===== src/blimp_pkg.sv =====
//-----------------------------
// Blimp shared definitions
// Memory message formats and the decoded-instruction record
//-----------------------------

package blimp_pkg;

  //-----------------------------
  // Memory messages
  //-----------------------------

  // Opaque tag width, bit 0 holds the fetch epoch
  localparam int OPAQ_BITS = 8;

  typedef enum logic {
    MEM_READ  = 1'b0,
    MEM_WRITE = 1'b1
  } mem_type_e;

  // Request, 73 bits
  typedef struct packed {
    mem_type_e            mtype;
    logic [OPAQ_BITS-1:0] opaque;
    logic [31:0]          addr;
    logic [31:0]          data;
  } mem_req_t;

  // Response, 41 bits
  typedef struct packed {
    mem_type_e            mtype;
    logic [OPAQ_BITS-1:0] opaque;
    logic [31:0]          data;
  } mem_resp_t;

  //-----------------------------
  // Decode
  //-----------------------------

  typedef enum logic [2:0] {
    ALU_ADD    = 3'd0,
    ALU_SUB    = 3'd1,
    ALU_AND    = 3'd2,
    ALU_OR     = 3'd3,
    ALU_XOR    = 3'd4,
    ALU_SLT    = 3'd5,
    ALU_PASS_B = 3'd6
  } alu_op_e;

  typedef enum logic [3:0] {
    KIND_ALU     = 4'd0,
    KIND_ALU_IMM = 4'd1,
    KIND_LUI     = 4'd2,
    KIND_LOAD    = 4'd3,
    KIND_STORE   = 4'd4,
    KIND_BEQ     = 4'd5,
    KIND_BNE     = 4'd6,
    KIND_JAL     = 4'd7,
    KIND_ILLEGAL = 4'd8
  } inst_kind_e;

  // One decoded instruction, 55 bits
  typedef struct packed {
    inst_kind_e  kind;
    alu_op_e     alu_op;
    logic [4:0]  rd;
    logic [4:0]  rs1;
    logic [4:0]  rs2;
    logic [31:0] imm;
    logic        wen;
  } decoded_t;

endpackage


===== src/mem_intf.sv =====
//-----------------------------
// Memory channel
// Val/rdy request and response pair
//-----------------------------

`timescale 1ns/1ns

interface mem_intf;

  // Request side
  logic                 req_val;
  logic                 req_rdy;
  blimp_pkg::mem_req_t  req_msg;

  // Response side, same order as requests
  logic                 resp_val;
  logic                 resp_rdy;
  blimp_pkg::mem_resp_t resp_msg;

  modport requester (
    output req_val, req_msg, resp_rdy,
    input  req_rdy, resp_val, resp_msg
  );

  modport server (
    input  req_val, req_msg, resp_rdy,
    output req_rdy, resp_val, resp_msg
  );

endinterface


===== src/fetch_intf.sv =====
//-----------------------------
// Fetch to execute hand-off
// Instruction stream plus redirect back
//-----------------------------

`timescale 1ns/1ns

interface fetch_intf;

  logic        inst_val;
  logic        inst_rdy;
  logic [31:0] inst_pc;
  logic [31:0] inst_bits;

  // One-cycle pulse from execute
  logic        redirect;
  logic [31:0] redirect_pc;

  modport fetch (
    output inst_val, inst_pc, inst_bits,
    input  inst_rdy, redirect, redirect_pc
  );

  modport exec (
    input  inst_val, inst_pc, inst_bits,
    output inst_rdy, redirect, redirect_pc
  );

endinterface


===== src/blimp_decode.sv =====
//-----------------------------
// Blimp decoder
// RV32I subset, class, ALU op and immediate
//-----------------------------

`timescale 1ns/1ns

module blimp_decode (
  input  logic [31:0]         inst_bits,
  output blimp_pkg::decoded_t dec
);

  logic [6:0]  opcode;
  logic [2:0]  funct3;
  logic [6:0]  funct7;
  logic [31:0] imm_i;
  logic [31:0] imm_s;
  logic [31:0] imm_b;
  logic [31:0] imm_u;
  logic [31:0] imm_j;

  assign opcode = inst_bits[6:0];
  assign funct3 = inst_bits[14:12];
  assign funct7 = inst_bits[31:25];

  // Immediate formats
  assign imm_i = {{20{inst_bits[31]}}, inst_bits[31:20]};
  assign imm_s = {{20{inst_bits[31]}}, inst_bits[31:25], inst_bits[11:7]};
  assign imm_b = {{19{inst_bits[31]}}, inst_bits[31], inst_bits[7],
                  inst_bits[30:25], inst_bits[11:8], 1'b0};
  assign imm_u = {inst_bits[31:12], 12'b0};
  assign imm_j = {{11{inst_bits[31]}}, inst_bits[31], inst_bits[19:12],
                  inst_bits[20], inst_bits[30:21], 1'b0};

  always_comb begin
    dec        = '0;
    dec.kind   = blimp_pkg::KIND_ILLEGAL;
    dec.alu_op = blimp_pkg::ALU_ADD;
    dec.rd     = inst_bits[11:7];
    dec.rs1    = inst_bits[19:15];
    dec.rs2    = inst_bits[24:20];
    case (opcode)
      7'b0110011: begin
        if (funct7 == 7'b0000000) begin
          dec.kind = blimp_pkg::KIND_ALU;
          case (funct3)
            3'b000:  dec.alu_op = blimp_pkg::ALU_ADD;
            3'b111:  dec.alu_op = blimp_pkg::ALU_AND;
            3'b110:  dec.alu_op = blimp_pkg::ALU_OR;
            3'b100:  dec.alu_op = blimp_pkg::ALU_XOR;
            3'b010:  dec.alu_op = blimp_pkg::ALU_SLT;
            default: dec.kind   = blimp_pkg::KIND_ILLEGAL;
          endcase
        end else if (funct7 == 7'b0100000 && funct3 == 3'b000) begin
          dec.kind   = blimp_pkg::KIND_ALU;
          dec.alu_op = blimp_pkg::ALU_SUB;
        end
      end
      // addi only
      7'b0010011: if (funct3 == 3'b000) begin
        dec.kind = blimp_pkg::KIND_ALU_IMM;
        dec.imm  = imm_i;
      end
      7'b0110111: begin
        dec.kind   = blimp_pkg::KIND_LUI;
        dec.alu_op = blimp_pkg::ALU_PASS_B;
        dec.imm    = imm_u;
      end
      // Word accesses only, address via ALU add
      7'b0000011: if (funct3 == 3'b010) begin
        dec.kind = blimp_pkg::KIND_LOAD;
        dec.imm  = imm_i;
      end
      7'b0100011: if (funct3 == 3'b010) begin
        dec.kind = blimp_pkg::KIND_STORE;
        dec.imm  = imm_s;
      end
      7'b1100011: begin
        dec.imm = imm_b;
        if (funct3 == 3'b000)
          dec.kind = blimp_pkg::KIND_BEQ;
        else if (funct3 == 3'b001)
          dec.kind = blimp_pkg::KIND_BNE;
      end
      7'b1101111: begin
        dec.kind = blimp_pkg::KIND_JAL;
        dec.imm  = imm_j;
      end
      default: dec.kind = blimp_pkg::KIND_ILLEGAL;
    endcase
    // Writers only, and never x0
    dec.wen = (dec.kind == blimp_pkg::KIND_ALU || dec.kind == blimp_pkg::KIND_ALU_IMM ||
               dec.kind == blimp_pkg::KIND_LUI || dec.kind == blimp_pkg::KIND_LOAD ||
               dec.kind == blimp_pkg::KIND_JAL) && (dec.rd != 5'd0);
  end

endmodule


===== src/blimp_regfile.sv =====
//-----------------------------
// Blimp register file
// 31 x 32 bits, 2 read ports, 1 write port
//-----------------------------

`timescale 1ns/1ns

module blimp_regfile (
  input  logic        clk,
  input  logic [4:0]  rs1,
  input  logic [4:0]  rs2,
  output logic [31:0] rdata1,
  output logic [31:0] rdata2,
  input  logic        wen,
  input  logic [4:0]  waddr,
  input  logic [31:0] wdata
);

  // No storage for x0
  logic [31:0] regs [1:31];

  always_ff @(posedge clk) begin
    if (wen && waddr != 5'd0)
      regs[waddr] <= wdata;
  end

  // Combinational reads, x0 reads zero
  assign rdata1 = (rs1 == 5'd0) ? 32'd0 : regs[rs1];
  assign rdata2 = (rs2 == 5'd0) ? 32'd0 : regs[rs2];

endmodule


===== src/blimp_fetch.sv =====
//-----------------------------
// Blimp fetch unit
// PC generation, in-flight tracking, epoch squash
//-----------------------------

`timescale 1ns/1ns

module blimp_fetch #(
  parameter logic [31:0] p_reset_pc    = 32'h0,
  parameter int          p_fetch_depth = 2
) (
  input logic        clk,
  input logic        rst,
  mem_intf.requester imem,
  fetch_intf.fetch   fe
);

  //-----------------------------
  // State
  //-----------------------------

  // Next address to request
  logic [31:0] pc;
  // PC of the next current-epoch response
  logic [31:0] resp_pc;
  logic        epoch;

  // Held request
  logic        req_val_r;
  logic [31:0] req_addr;
  logic        req_epoch;

  // Requests sent but not yet answered
  logic [1:0]  outst;

  // Two-entry instruction buffer
  logic [31:0] buf_pc   [2];
  logic [31:0] buf_bits [2];
  logic        head;
  logic        tail;
  logic [1:0]  occ;

  logic        req_fire;
  logic        resp_fire;
  logic        push;
  logic        pop;
  logic        load_req;
  logic [2:0]  used;

  assign req_fire  = imem.req_val && imem.req_rdy;
  assign resp_fire = imem.resp_val && imem.resp_rdy;

  // Keep only responses of the live epoch, and none while redirecting
  assign push = resp_fire && (imem.resp_msg.opaque[0] == epoch) && !fe.redirect;
  assign pop  = fe.inst_val && fe.inst_rdy;

  // Slots taken: in flight, buffered, or waiting to be sent
  assign used = {1'b0, outst} + {1'b0, occ} + {2'b00, req_val_r};

  // New request once the held one leaves and a slot is free
  assign load_req = (!req_val_r || req_fire) && (used < 3'(p_fetch_depth))
                    && !fe.redirect;

  //-----------------------------
  // PC, epoch and request
  //-----------------------------

  always_ff @(posedge clk) begin
    if (rst) begin
      pc        <= p_reset_pc;
      resp_pc   <= p_reset_pc;
      epoch     <= 1'b0;
      req_val_r <= 1'b0;
      outst     <= 2'd0;
    end else begin
      if (load_req) begin
        req_val_r <= 1'b1;
        pc        <= pc + 32'd4;
      end else if (req_fire) begin
        req_val_r <= 1'b0;
      end
      // Redirect wins over sequential PC
      if (fe.redirect) begin
        pc      <= fe.redirect_pc;
        resp_pc <= fe.redirect_pc;
        epoch   <= ~epoch;
      end else if (push) begin
        resp_pc <= resp_pc + 32'd4;
      end
      // Stale responses still drain the counter
      outst <= outst + 2'(req_fire) - 2'(resp_fire);
    end
  end

  always_ff @(posedge clk) begin
    if (load_req) begin
      req_addr  <= pc;
      req_epoch <= epoch;
    end
  end

  //-----------------------------
  // Instruction buffer
  //-----------------------------

  always_ff @(posedge clk) begin
    if (rst) begin
      head <= 1'b0;
      tail <= 1'b0;
      occ  <= 2'd0;
    end else if (fe.redirect) begin
      // Flush wrong-path entries
      head <= 1'b0;
      tail <= 1'b0;
      occ  <= 2'd0;
    end else begin
      if (push)
        tail <= ~tail;
      if (pop)
        head <= ~head;
      occ <= occ + 2'(push) - 2'(pop);
    end
  end

  always_ff @(posedge clk) begin
    if (push) begin
      buf_pc[tail]   <= resp_pc;
      buf_bits[tail] <= imem.resp_msg.data;
    end
  end

  //-----------------------------
  // Outputs
  //-----------------------------

  always_comb begin
    imem.req_msg           = '0;
    imem.req_msg.mtype     = blimp_pkg::MEM_READ;
    // Epoch tag in opaque bit 0
    imem.req_msg.opaque[0] = req_epoch;
    imem.req_msg.addr      = req_addr;
  end

  assign imem.req_val  = req_val_r;
  // Room is reserved by the slot count, full only with nothing in flight
  assign imem.resp_rdy = (occ != 2'd2);

  assign fe.inst_val  = (occ != 2'd0) && !fe.redirect;
  assign fe.inst_pc   = buf_pc[head];
  assign fe.inst_bits = buf_bits[head];

endmodule


===== src/blimp_exec.sv =====
//-----------------------------
// Blimp execute unit
// Decode, ALU, data access, branch and write-back
//-----------------------------

`timescale 1ns/1ns

module blimp_exec (
  input  logic        clk,
  input  logic        rst,
  fetch_intf.exec     fe,
  mem_intf.requester  dmem,
  output logic        trace_val,
  output logic [31:0] trace_pc,
  output logic [4:0]  trace_waddr,
  output logic [31:0] trace_wdata,
  output logic        trace_wen
);

  typedef enum logic [1:0] {
    S_IDLE = 2'd0,
    S_EXEC = 2'd1,
    S_WAIT = 2'd2
  } state_e;

  state_e              state;
  blimp_pkg::decoded_t dec;
  blimp_pkg::decoded_t dec_r;

  logic [31:0] pc_r;
  logic [31:0] rdata1;
  logic [31:0] rdata2;
  logic [31:0] alu_b;
  logic [31:0] alu_out;
  logic [31:0] wb_data;
  logic [31:0] ld_data;
  logic [31:0] target;
  logic        mem_done;
  logic        is_mem;
  logic        is_load;
  logic        taken;
  logic        retire;
  logic        accept;
  logic        req_fire;
  logic        resp_fire;

  //-----------------------------
  // Decode and registers
  //-----------------------------

  blimp_decode decode_inst (
    .inst_bits (fe.inst_bits),
    .dec       (dec)
  );

  // Reads use the latched instruction
  blimp_regfile regfile_inst (
    .clk    (clk),
    .rs1    (dec_r.rs1),
    .rs2    (dec_r.rs2),
    .rdata1 (rdata1),
    .rdata2 (rdata2),
    .wen    (retire && dec_r.wen),
    .waddr  (dec_r.rd),
    .wdata  (wb_data)
  );

  assign accept    = fe.inst_val && fe.inst_rdy;
  assign req_fire  = dmem.req_val && dmem.req_rdy;
  assign resp_fire = dmem.resp_val && dmem.resp_rdy;

  assign is_load = (dec_r.kind == blimp_pkg::KIND_LOAD);
  assign is_mem  = is_load || (dec_r.kind == blimp_pkg::KIND_STORE);

  // Memory ops retire once their response is back
  assign retire = (state == S_EXEC) && (!is_mem || mem_done);

  //-----------------------------
  // Control FSM
  //-----------------------------

  always_ff @(posedge clk) begin
    if (rst) begin
      state    <= S_IDLE;
      mem_done <= 1'b0;
    end else begin
      case (state)
        S_IDLE: if (accept) begin
          state    <= S_EXEC;
          mem_done <= 1'b0;
        end
        S_EXEC: begin
          if (retire)
            state <= S_IDLE;
          else if (req_fire)
            state <= S_WAIT;
        end
        S_WAIT: if (resp_fire) begin
          // Back to execute for the retire cycle
          state    <= S_EXEC;
          mem_done <= 1'b1;
        end
        default: state <= S_IDLE;
      endcase
    end
  end

  always_ff @(posedge clk) begin
    if (accept) begin
      pc_r  <= fe.inst_pc;
      dec_r <= dec;
    end
    if (resp_fire)
      ld_data <= dmem.resp_msg.data;
  end

  //-----------------------------
  // Datapath
  //-----------------------------

  assign alu_b = (dec_r.kind == blimp_pkg::KIND_ALU) ? rdata2 : dec_r.imm;

  always_comb begin
    case (dec_r.alu_op)
      blimp_pkg::ALU_SUB:    alu_out = rdata1 - alu_b;
      blimp_pkg::ALU_AND:    alu_out = rdata1 & alu_b;
      blimp_pkg::ALU_OR:     alu_out = rdata1 | alu_b;
      blimp_pkg::ALU_XOR:    alu_out = rdata1 ^ alu_b;
      blimp_pkg::ALU_SLT:    alu_out = {31'd0, $signed(rdata1) < $signed(alu_b)};
      blimp_pkg::ALU_PASS_B: alu_out = alu_b;
      default:               alu_out = rdata1 + alu_b;
    endcase
  end

  // Link value for jal, loaded word for lw
  always_comb begin
    case (dec_r.kind)
      blimp_pkg::KIND_LOAD: wb_data = ld_data;
      blimp_pkg::KIND_JAL:  wb_data = pc_r + 32'd4;
      default:              wb_data = alu_out;
    endcase
  end

  // Branch resolution
  assign target = pc_r + dec_r.imm;
  assign taken  = (dec_r.kind == blimp_pkg::KIND_JAL) ||
                  (dec_r.kind == blimp_pkg::KIND_BEQ && rdata1 == rdata2) ||
                  (dec_r.kind == blimp_pkg::KIND_BNE && rdata1 != rdata2);

  //-----------------------------
  // Ports
  //-----------------------------

  assign fe.inst_rdy    = (state == S_IDLE);
  assign fe.redirect    = retire && taken;
  assign fe.redirect_pc = target;

  // Address is rs1 + imm from the ALU
  always_comb begin
    dmem.req_msg        = '0;
    dmem.req_msg.mtype  = is_load ? blimp_pkg::MEM_READ : blimp_pkg::MEM_WRITE;
    dmem.req_msg.addr   = alu_out;
    dmem.req_msg.data   = rdata2;
  end

  assign dmem.req_val  = (state == S_EXEC) && is_mem && !mem_done;
  assign dmem.resp_rdy = (state == S_WAIT);

  // One pulse per retired instruction
  assign trace_val   = retire;
  assign trace_pc    = pc_r;
  assign trace_waddr = dec_r.rd;
  assign trace_wdata = wb_data;
  assign trace_wen   = dec_r.wen;

endmodule


===== src/blimp_top.sv =====
//-----------------------------
// Blimp processor top
// Fetch and execute on split memory ports
//-----------------------------

`timescale 1ns/1ns

module blimp_top #(
  parameter logic [31:0] p_reset_pc    = 32'h0,
  parameter int          p_fetch_depth = 2
) (
  input  logic                 clk,
  input  logic                 rst,
  // Instruction memory
  output logic                 imem_req_val,
  input  logic                 imem_req_rdy,
  output blimp_pkg::mem_req_t  imem_req_msg,
  input  logic                 imem_resp_val,
  output logic                 imem_resp_rdy,
  input  blimp_pkg::mem_resp_t imem_resp_msg,
  // Data memory
  output logic                 dmem_req_val,
  input  logic                 dmem_req_rdy,
  output blimp_pkg::mem_req_t  dmem_req_msg,
  input  logic                 dmem_resp_val,
  output logic                 dmem_resp_rdy,
  input  blimp_pkg::mem_resp_t dmem_resp_msg,
  // Retirement trace
  output logic                 trace_val,
  output logic [31:0]          trace_pc,
  output logic [4:0]           trace_waddr,
  output logic [31:0]          trace_wdata,
  output logic                 trace_wen
);

  mem_intf   imem_if ();
  mem_intf   dmem_if ();
  fetch_intf fe_if   ();

  // Port mapping
  assign imem_req_val      = imem_if.req_val;
  assign imem_req_msg      = imem_if.req_msg;
  assign imem_resp_rdy     = imem_if.resp_rdy;
  assign imem_if.req_rdy   = imem_req_rdy;
  assign imem_if.resp_val  = imem_resp_val;
  assign imem_if.resp_msg  = imem_resp_msg;

  assign dmem_req_val      = dmem_if.req_val;
  assign dmem_req_msg      = dmem_if.req_msg;
  assign dmem_resp_rdy     = dmem_if.resp_rdy;
  assign dmem_if.req_rdy   = dmem_req_rdy;
  assign dmem_if.resp_val  = dmem_resp_val;
  assign dmem_if.resp_msg  = dmem_resp_msg;

  blimp_fetch #(
    .p_reset_pc    (p_reset_pc),
    .p_fetch_depth (p_fetch_depth)
  ) fetch_inst (
    .clk  (clk),
    .rst  (rst),
    .imem (imem_if.requester),
    .fe   (fe_if.fetch)
  );

  blimp_exec exec_inst (
    .clk         (clk),
    .rst         (rst),
    .fe          (fe_if.exec),
    .dmem        (dmem_if.requester),
    .trace_val   (trace_val),
    .trace_pc    (trace_pc),
    .trace_waddr (trace_waddr),
    .trace_wdata (trace_wdata),
    .trace_wen   (trace_wen)
  );

endmodule


===== config.mk =====
export PLATFORM = sky130hd
export DESIGN_NAME = blimp_top
export DESIGN_NICKNAME = d
export VERILOG_FILES = /design/src/blimp_pkg.sv /design/src/mem_intf.sv /design/src/fetch_intf.sv /design/src/blimp_decode.sv /design/src/blimp_regfile.sv /design/src/blimp_fetch.sv /design/src/blimp_exec.sv /design/src/blimp_top.sv
export SDC_FILE = /design/constraint.sdc
export NUM_CORES = 2
export LEC_CHECK = 0
export BUFFER_PORTS_ARGS = -buffer_cell sky130_fd_sc_hd__buf_4
export CAP_MARGIN = 20
export CORE_MARGIN = 5
export CORE_UTILIZATION = 35
export CTS_BUF_LIST = sky130_fd_sc_hd__clkbuf_8
export CTS_CLUSTER_SIZE = 16
export DETAILED_ROUTE_END_ITERATION = 7
export GPL_ROUTABILITY_DRIVEN = 0
export PLACE_DENSITY = 0.5
export SLEW_MARGIN = 5
export SYNTH_ARGS = -nofsm -noshare
export SYNTH_HDL_FRONTEND = slang
export SYNTH_SLANG_ARGS = --single-unit

===== constraint.sdc =====
create_clock -name clk -period 9.6 [get_ports clk]
set_input_delay 0.48 -clock clk [delete_from_list [all_inputs] [get_ports clk]]
set_output_delay 0.48 -clock clk [all_outputs]
set_load 0.01 [all_outputs]

---- Yosys cells after proc, flatten, opt, wreduce, memory -nomap -nowiden ----
Memories as Yosys holds them, arrays and structs flattened. A register that Yosys moved wholly into a read port is not among the register bits.
Cells that the tools add are included.
operators by class
  add/sub/neg operators ................... 12
  multiply operators ...................... 0
  divide/modulo/power cells ............... 0
  $lt $le $gt $ge ......................... 2
  equal/unequal tests ..................... 37
  shifts and indexed selects .............. 0
  multiplexer cells ....................... 43
  bitwise logic cells ..................... 6
  reductions and logical operators ........ 51
operator list
  operator                                                          number
  32-bit case mux with 6 select lines                               2
  32-bit 2-to-1 mux                                                 10
  32-bit by 3-bit adder with 32-bit output (second input constant)  3
  32-bit adder                                                      2
  32-bit case mux with 2 select lines                               1
  32-bit bitwise AND                                                1
  32-bit == test                                                    1
  32-bit less-than comparator                                       1
  32-bit != test                                                    1
  32-bit bitwise OR                                                 1
  32-bit subtractor                                                 1
  32-bit XOR                                                        1
  7-bit by 6-bit == test with 1-bit output (second input constant)  4
  4-bit case mux with 7 select lines                                1
  4-bit 2-to-1 mux                                                  6
  4-bit by 3-bit == test with 1-bit output (second input constant)  5
  1-bit logical AND                                                 20
  3-bit == test (second input constant)                             6
  7-bit == test (second input constant)                             2
  7-bit 2-to-1 mux                                                  2
  4-bit by 2-bit == test with 1-bit output (second input constant)  3
  3-bit case mux with 4 select lines                                1
  1-bit 2-to-1 mux                                                  11
  5-bit zero test                                                   2
  32 further kinds                                                  63
storage, ports and cells
  flip-flop bits (word level) ............. 195
  bits in latches ......................... 0
  RAM bits ................................ 1120
  ROM bits ................................ 0
  input port bits ......................... 88
  output and inout bits ................... 221
  word-level logic and storage cells ...... 174
  memories ................................ 3
memories
  memory                       depth  width  read ports  clocked after memory_dff  write ports  RTL line             RTL
  exec_inst.regfile_inst.regs  31     32     2           2                         1            blimp_regfile.sv:20  logic [31:0] regs [1:31];
  fetch_inst.buf_bits          2      32     1           1                         1            blimp_fetch.sv:38    logic [31:0] buf_bits [2];
  fetch_inst.buf_pc            2      32     1           1                         1            blimp_fetch.sv:37    logic [31:0] buf_pc [2];

---- Longest topological paths before layout ----
  word-level depth ........................ 12
  gate-level depth with buffers ........... 25
  mapped depth without buffers ............ 20

---- Hierarchy ----
Synthesis repeated with hierarchy kept, for this count alone.
second synthesis, totals
  cell total of the unflattened synthesis .. 4985
  area, all modules ....................... 70161.0 um^2
modules (own cells, without submodules)
  module         instances  cells each  area each (um^2)  seq. area each (um^2)
  blimp_regfile  1          2593        46489.6           29788.6
  blimp_exec     1          1512        12911.1           3633.5
  blimp_fetch    1          727         9735.6            6296.0
  blimp_decode   1          153         1024.7            0.0

---- Worst setup path after synthesis ----
OpenSTA, ideal clock, no wires.
  path type ............................... register to register
  start point ............................. register with a tool-made name
  end point ............................... memory exec_inst.regfile_inst.regs[10][30] (data pin)
  library setup time ...................... 0.528 ns
  arrival ................................. 6.806 ns
  required time ........................... 9.072 ns
  setup slack ............................. 2.266 ns
  stages on the path, launching flop included .. 22
  path buffers ............................ 5
  clock period less this slack ............ 7.334 ns
  cells stage by stage .................... dfxtp_1 > buf_2 > buf_4 > buf_4 > buf_4 > buf_2 > a211oi_1 > a211oi_1 > nor4_1 > mux2i_1 > ha_1 > nor2b_1 > o21a_1 > o21ai_0 > a22oi_1 > a2111oi_0 > o21ai_0 > a2111oi_0 > o21ai_0 > nand4_1 > a31oi_1 > a311oi_1
RTL lines
  item           RTL line
  end, declared  blimp_regfile.sv:20

==> impl_metrics.csv <==
group,metric,value,unit
logic_synthesis,ys_types,94,
placement,portBuffers,243,
cts,cts_tree,"built",
grt,grt_overflow,0,
sta,finalClockSkew,79.05,ps
hold_path,hp-class,"primary input to flip-flop",
cts,cts_setup_buffers,0,
sta,hold_viol,0,
sta,finalSetupViolCount,0,
floorplanning,fp-row-count,163,
logic_synthesis,synth_compound_area_frac,0.1038,
logic_synthesis,synthesis.area,69590,µm²
logic_synthesis,ys_seq_elements,1356,
logic_synthesis,synth.area.top_cells,"edfxtp_1 (55%), mux4_2 (10%), mux2i_1 (5.0%), ha_1 (2.4%), dfxtp_1 (2.4%)",
detailed_routing,wire_per_inst,31.50,µm
sta,max_slew_margin,0.2019,
grt,grt_pass1_wl,358400,µm
hold_path,min_to,"exec_inst.state[1]",
sta,min_period,9280,ps
detailed_routing,wl_met3,18470,µm
detailed_routing,wl_met2,118400,µm
setup_path,critPathLaunchType,"flip-flop",
setup_path,reg2reg_to,"exec_inst.regfile_inst.regs[26][26]",
detailed_routing,drt-met1-wl,108600,µm
cells_and_area,fillCellCount,18507,
sta,fmax,107.8,MHz
setup_path,reg2reg_depth,23,
setup_path,cp-end-kind,"output port",
setup_path,arrival,8800,ps
cts,numClockSinks,1356,
logic_synthesis,synthArstFlopShare,0,
sta,rsz0062_at_grt,"false",
grt,track_usage,0.2399,
floorplanning,ioPinCount,309,
detailed_routing,dr.pass1.iters,6,
grt,grt_pass1_vias,46787,
sta,finalMaxSlewViolations,0,
setup_path,worstPathMaxFanout,15,
cts,cts_buffers,227,
logic_synthesis,yosysTopAreaCellShare,0.5489,
grt,grt_max_degree,98,
floorplanning,initial_core_util,0.3521,
logic_synthesis,synth_fa_ha_area_frac,0.02560,
cts,cts.clk_slew.worst_paths,70,ps
cts,clock_latency,990,ps
logic_synthesis,synth_commonest_cells,"edfxtp_1 (1272), mux2i_1 (350), nor2_1 (329)",
logic_synthesis,synth_top_area_cell,"edfxtp_1",
detailed_routing,route.top_layer_used,"met5",
logic_synthesis,ys_seq_area_frac,0.5730,
cts,cts-root-buf,"clkbuf_8",
floorplanning,die_y,455.9,µm
logic_synthesis,syn_inst,4940,
setup_path,worst-setup-path-type,"flip-flop to output port",
cts,cts_buffer_depth,3,
placement,hpwl,167400,µm
logic_synthesis,synth_top_family_by_area,"multiplexers",
grt,antenna_found_initial,9,
detailed_routing,drc,0,
detailed_routing,detail-route-antenna-nets,0,
setup_path,r2r_slack,1390,ps
sta,tightest_slew,1187,ps
floorplanning,die_area,207800,µm²
logic_synthesis,syn_avg_cell_area,14.09,µm²
floorplanning,core,197600,µm²
logic_synthesis,yosys_warnings,0,
floorplanning,die_width,455.9,µm
logic_synthesis,synth_xor_area_frac,0.02089,
sta,setup_tns,0,ps
logic_synthesis,synth.most_common_cell,"edfxtp_1",
cts,h-tree-depth,4,
detailed_routing,wl,258500,µm
logic_synthesis,synth-simple-area-share,0.06874,
logic_synthesis,synth_edf_count,1272,
sta,final.period_utilization,0.9666,
setup_path,critical_path_required,9120,ps
cells_and_area,area_delta_synth_final,14.74,%
logic_synthesis,synth_mux_area_frac,0.1659,
logic_synthesis,synth_flop_cell,"edfxtp_1",
hold_path,worstHoldPathCells,2,
cells_and_area,layout-drive-gt1-share,0.2342,
run,cap_violations,0,
detailed_routing,drtIter0Drc,5019,
cells_and_area,final_nets,5598,
detailed_routing,vias,47569,
outcome,status,"finished, final reports clean",
detailed_routing,avgViaCountPerCell,5.795,
hold_path,hold_start,"rst",
==> layout make-up <==
type,instances,area [µm²],area share
clock buffers,230,3166,0.03965
diodes,4,10.01,0.0001254
well taps,2640,3303,0.04137
flip-flops and latches,1356,39910,0.4998
repair buffers,531,4377,0.05481
inverters,154,580.6,0.007271
multi-input cells,3100,27410,0.3432
clock inverters,193,1097,0.01374
==> repair_timing <==
action,4_1_cts,5_1_grt
endpoints found under the hold margin,100,0
hold buffers,68,0
resized for setup,0,1
setup endpoints to repair,0,2
==> registers in the layout, indices dropped and copies added, names as in the netlist, 32 cells and up, named ones only <==
register                     cells
exec_inst.regfile_inst.regs    992
exec_inst.trace_pc              32
fetch_inst.req_addr             32
fetch_inst.buf_pc               64
fetch_inst.buf_bits             64
exec_inst.ld_data               32
exec_inst.dec_r                 49
==> logic make-up (layout without fill, tap and decap cells) <==
kind of cell | count (synthesis) | in the layout
compound gates | 1050 | 1050
xor+xnor | 166 | 166
fa+ha+maj | 140 | 140
buf+inv | 531 | 1108
flops | 1356 | 1356
mux | 753 | 753
other cells | 1 | 52
simple gates | 943 | 943
==> critical path, stage by stage, from the launching register on <==
cell       delay, ps
dfxtp_1         1010
buf_4            370
nand3b_1         180
buf_4            380
nor2_1            80
or3_1            340
nor4_2           810
nand2_1          230
nand2_1          180
inv_1             70
ha_1             390
inv_1            160
nor2_1            60
nor2_1            80
inv_1             70
a2111oi_1        730
o21ai_0          420
a2111oi_0        550
buf_4            230
o21bai_1          90
o221a_2          240
o21ai_0          430
a21o_1           460
buf_4            200
==> cell usage in the layout, fill, tap and decap left out, drive strengths merged, types with 31 or more instances in the layout <==
cell type / n
mux2: 92
buf: 463
xnor2: 87
nand4: 44
o31ai: 32
a221oi: 34
or3: 34
ha: 136
edfxtp: 1272
nand2: 208
o21ai: 145
a211oi: 173
clkinv: 103
nand3: 52
nor3: 38
xor2: 79
mux4: 311
dfxtp: 84
a22oi: 112
o22ai: 96
mux2i: 350
inv: 232
nor4: 57
dlygate4sd3: 68
a21oi: 180
nand2b: 32
conb: 48
o211ai: 31
nor2: 330
nor2b: 42
clkbuf: 230
a21o: 52
==> per-layer routing <==
layer,vias up,track usage
li1,20403,-
met1,24562,0.3259
met2,2105,0.3761
met3,497,0.04269
met4,2,0.1090
met5,-,0
==> stage by stage <==
stage | setup slack [ps] | area (µm²) | utilization | std cells | hold slack, ps
global placement | 1505 | 74860 | 0.3788 | 7711 | 462.6
finish | 320.2 | 79850 | 0.4040 | 8208 | 113.5
CTS | 255.7 | 79810 | 0.4038 | 8203 | 11.62
detailed placement | 1402 | 74860 | 0.3788 | 7712 | 445.5
floorplan | 2266 | 69770 | - | 4987 | 428.0
global route | 79.53 | 79840 | 0.4040 | 8207 | 108.1
==> worst max path at each step <==
| stage | to | cells past startpoint |
|---|---|---|
| global placement | trace_wdata[26] | 23 |
| global route | trace_wdata[26] | 19 |
| detailed placement | trace_wdata[26] | 19 |
| finish | trace_wdata[26] | 23 |
| CTS | trace_wdata[26] | 19 |
| floorplan | exec_inst.regfile_inst.regs[10][30] | 21 |
Power is left out: the tool's default activity adds up to more than one toggle a clock period on the data nets, which glitch-free logic cannot reach.
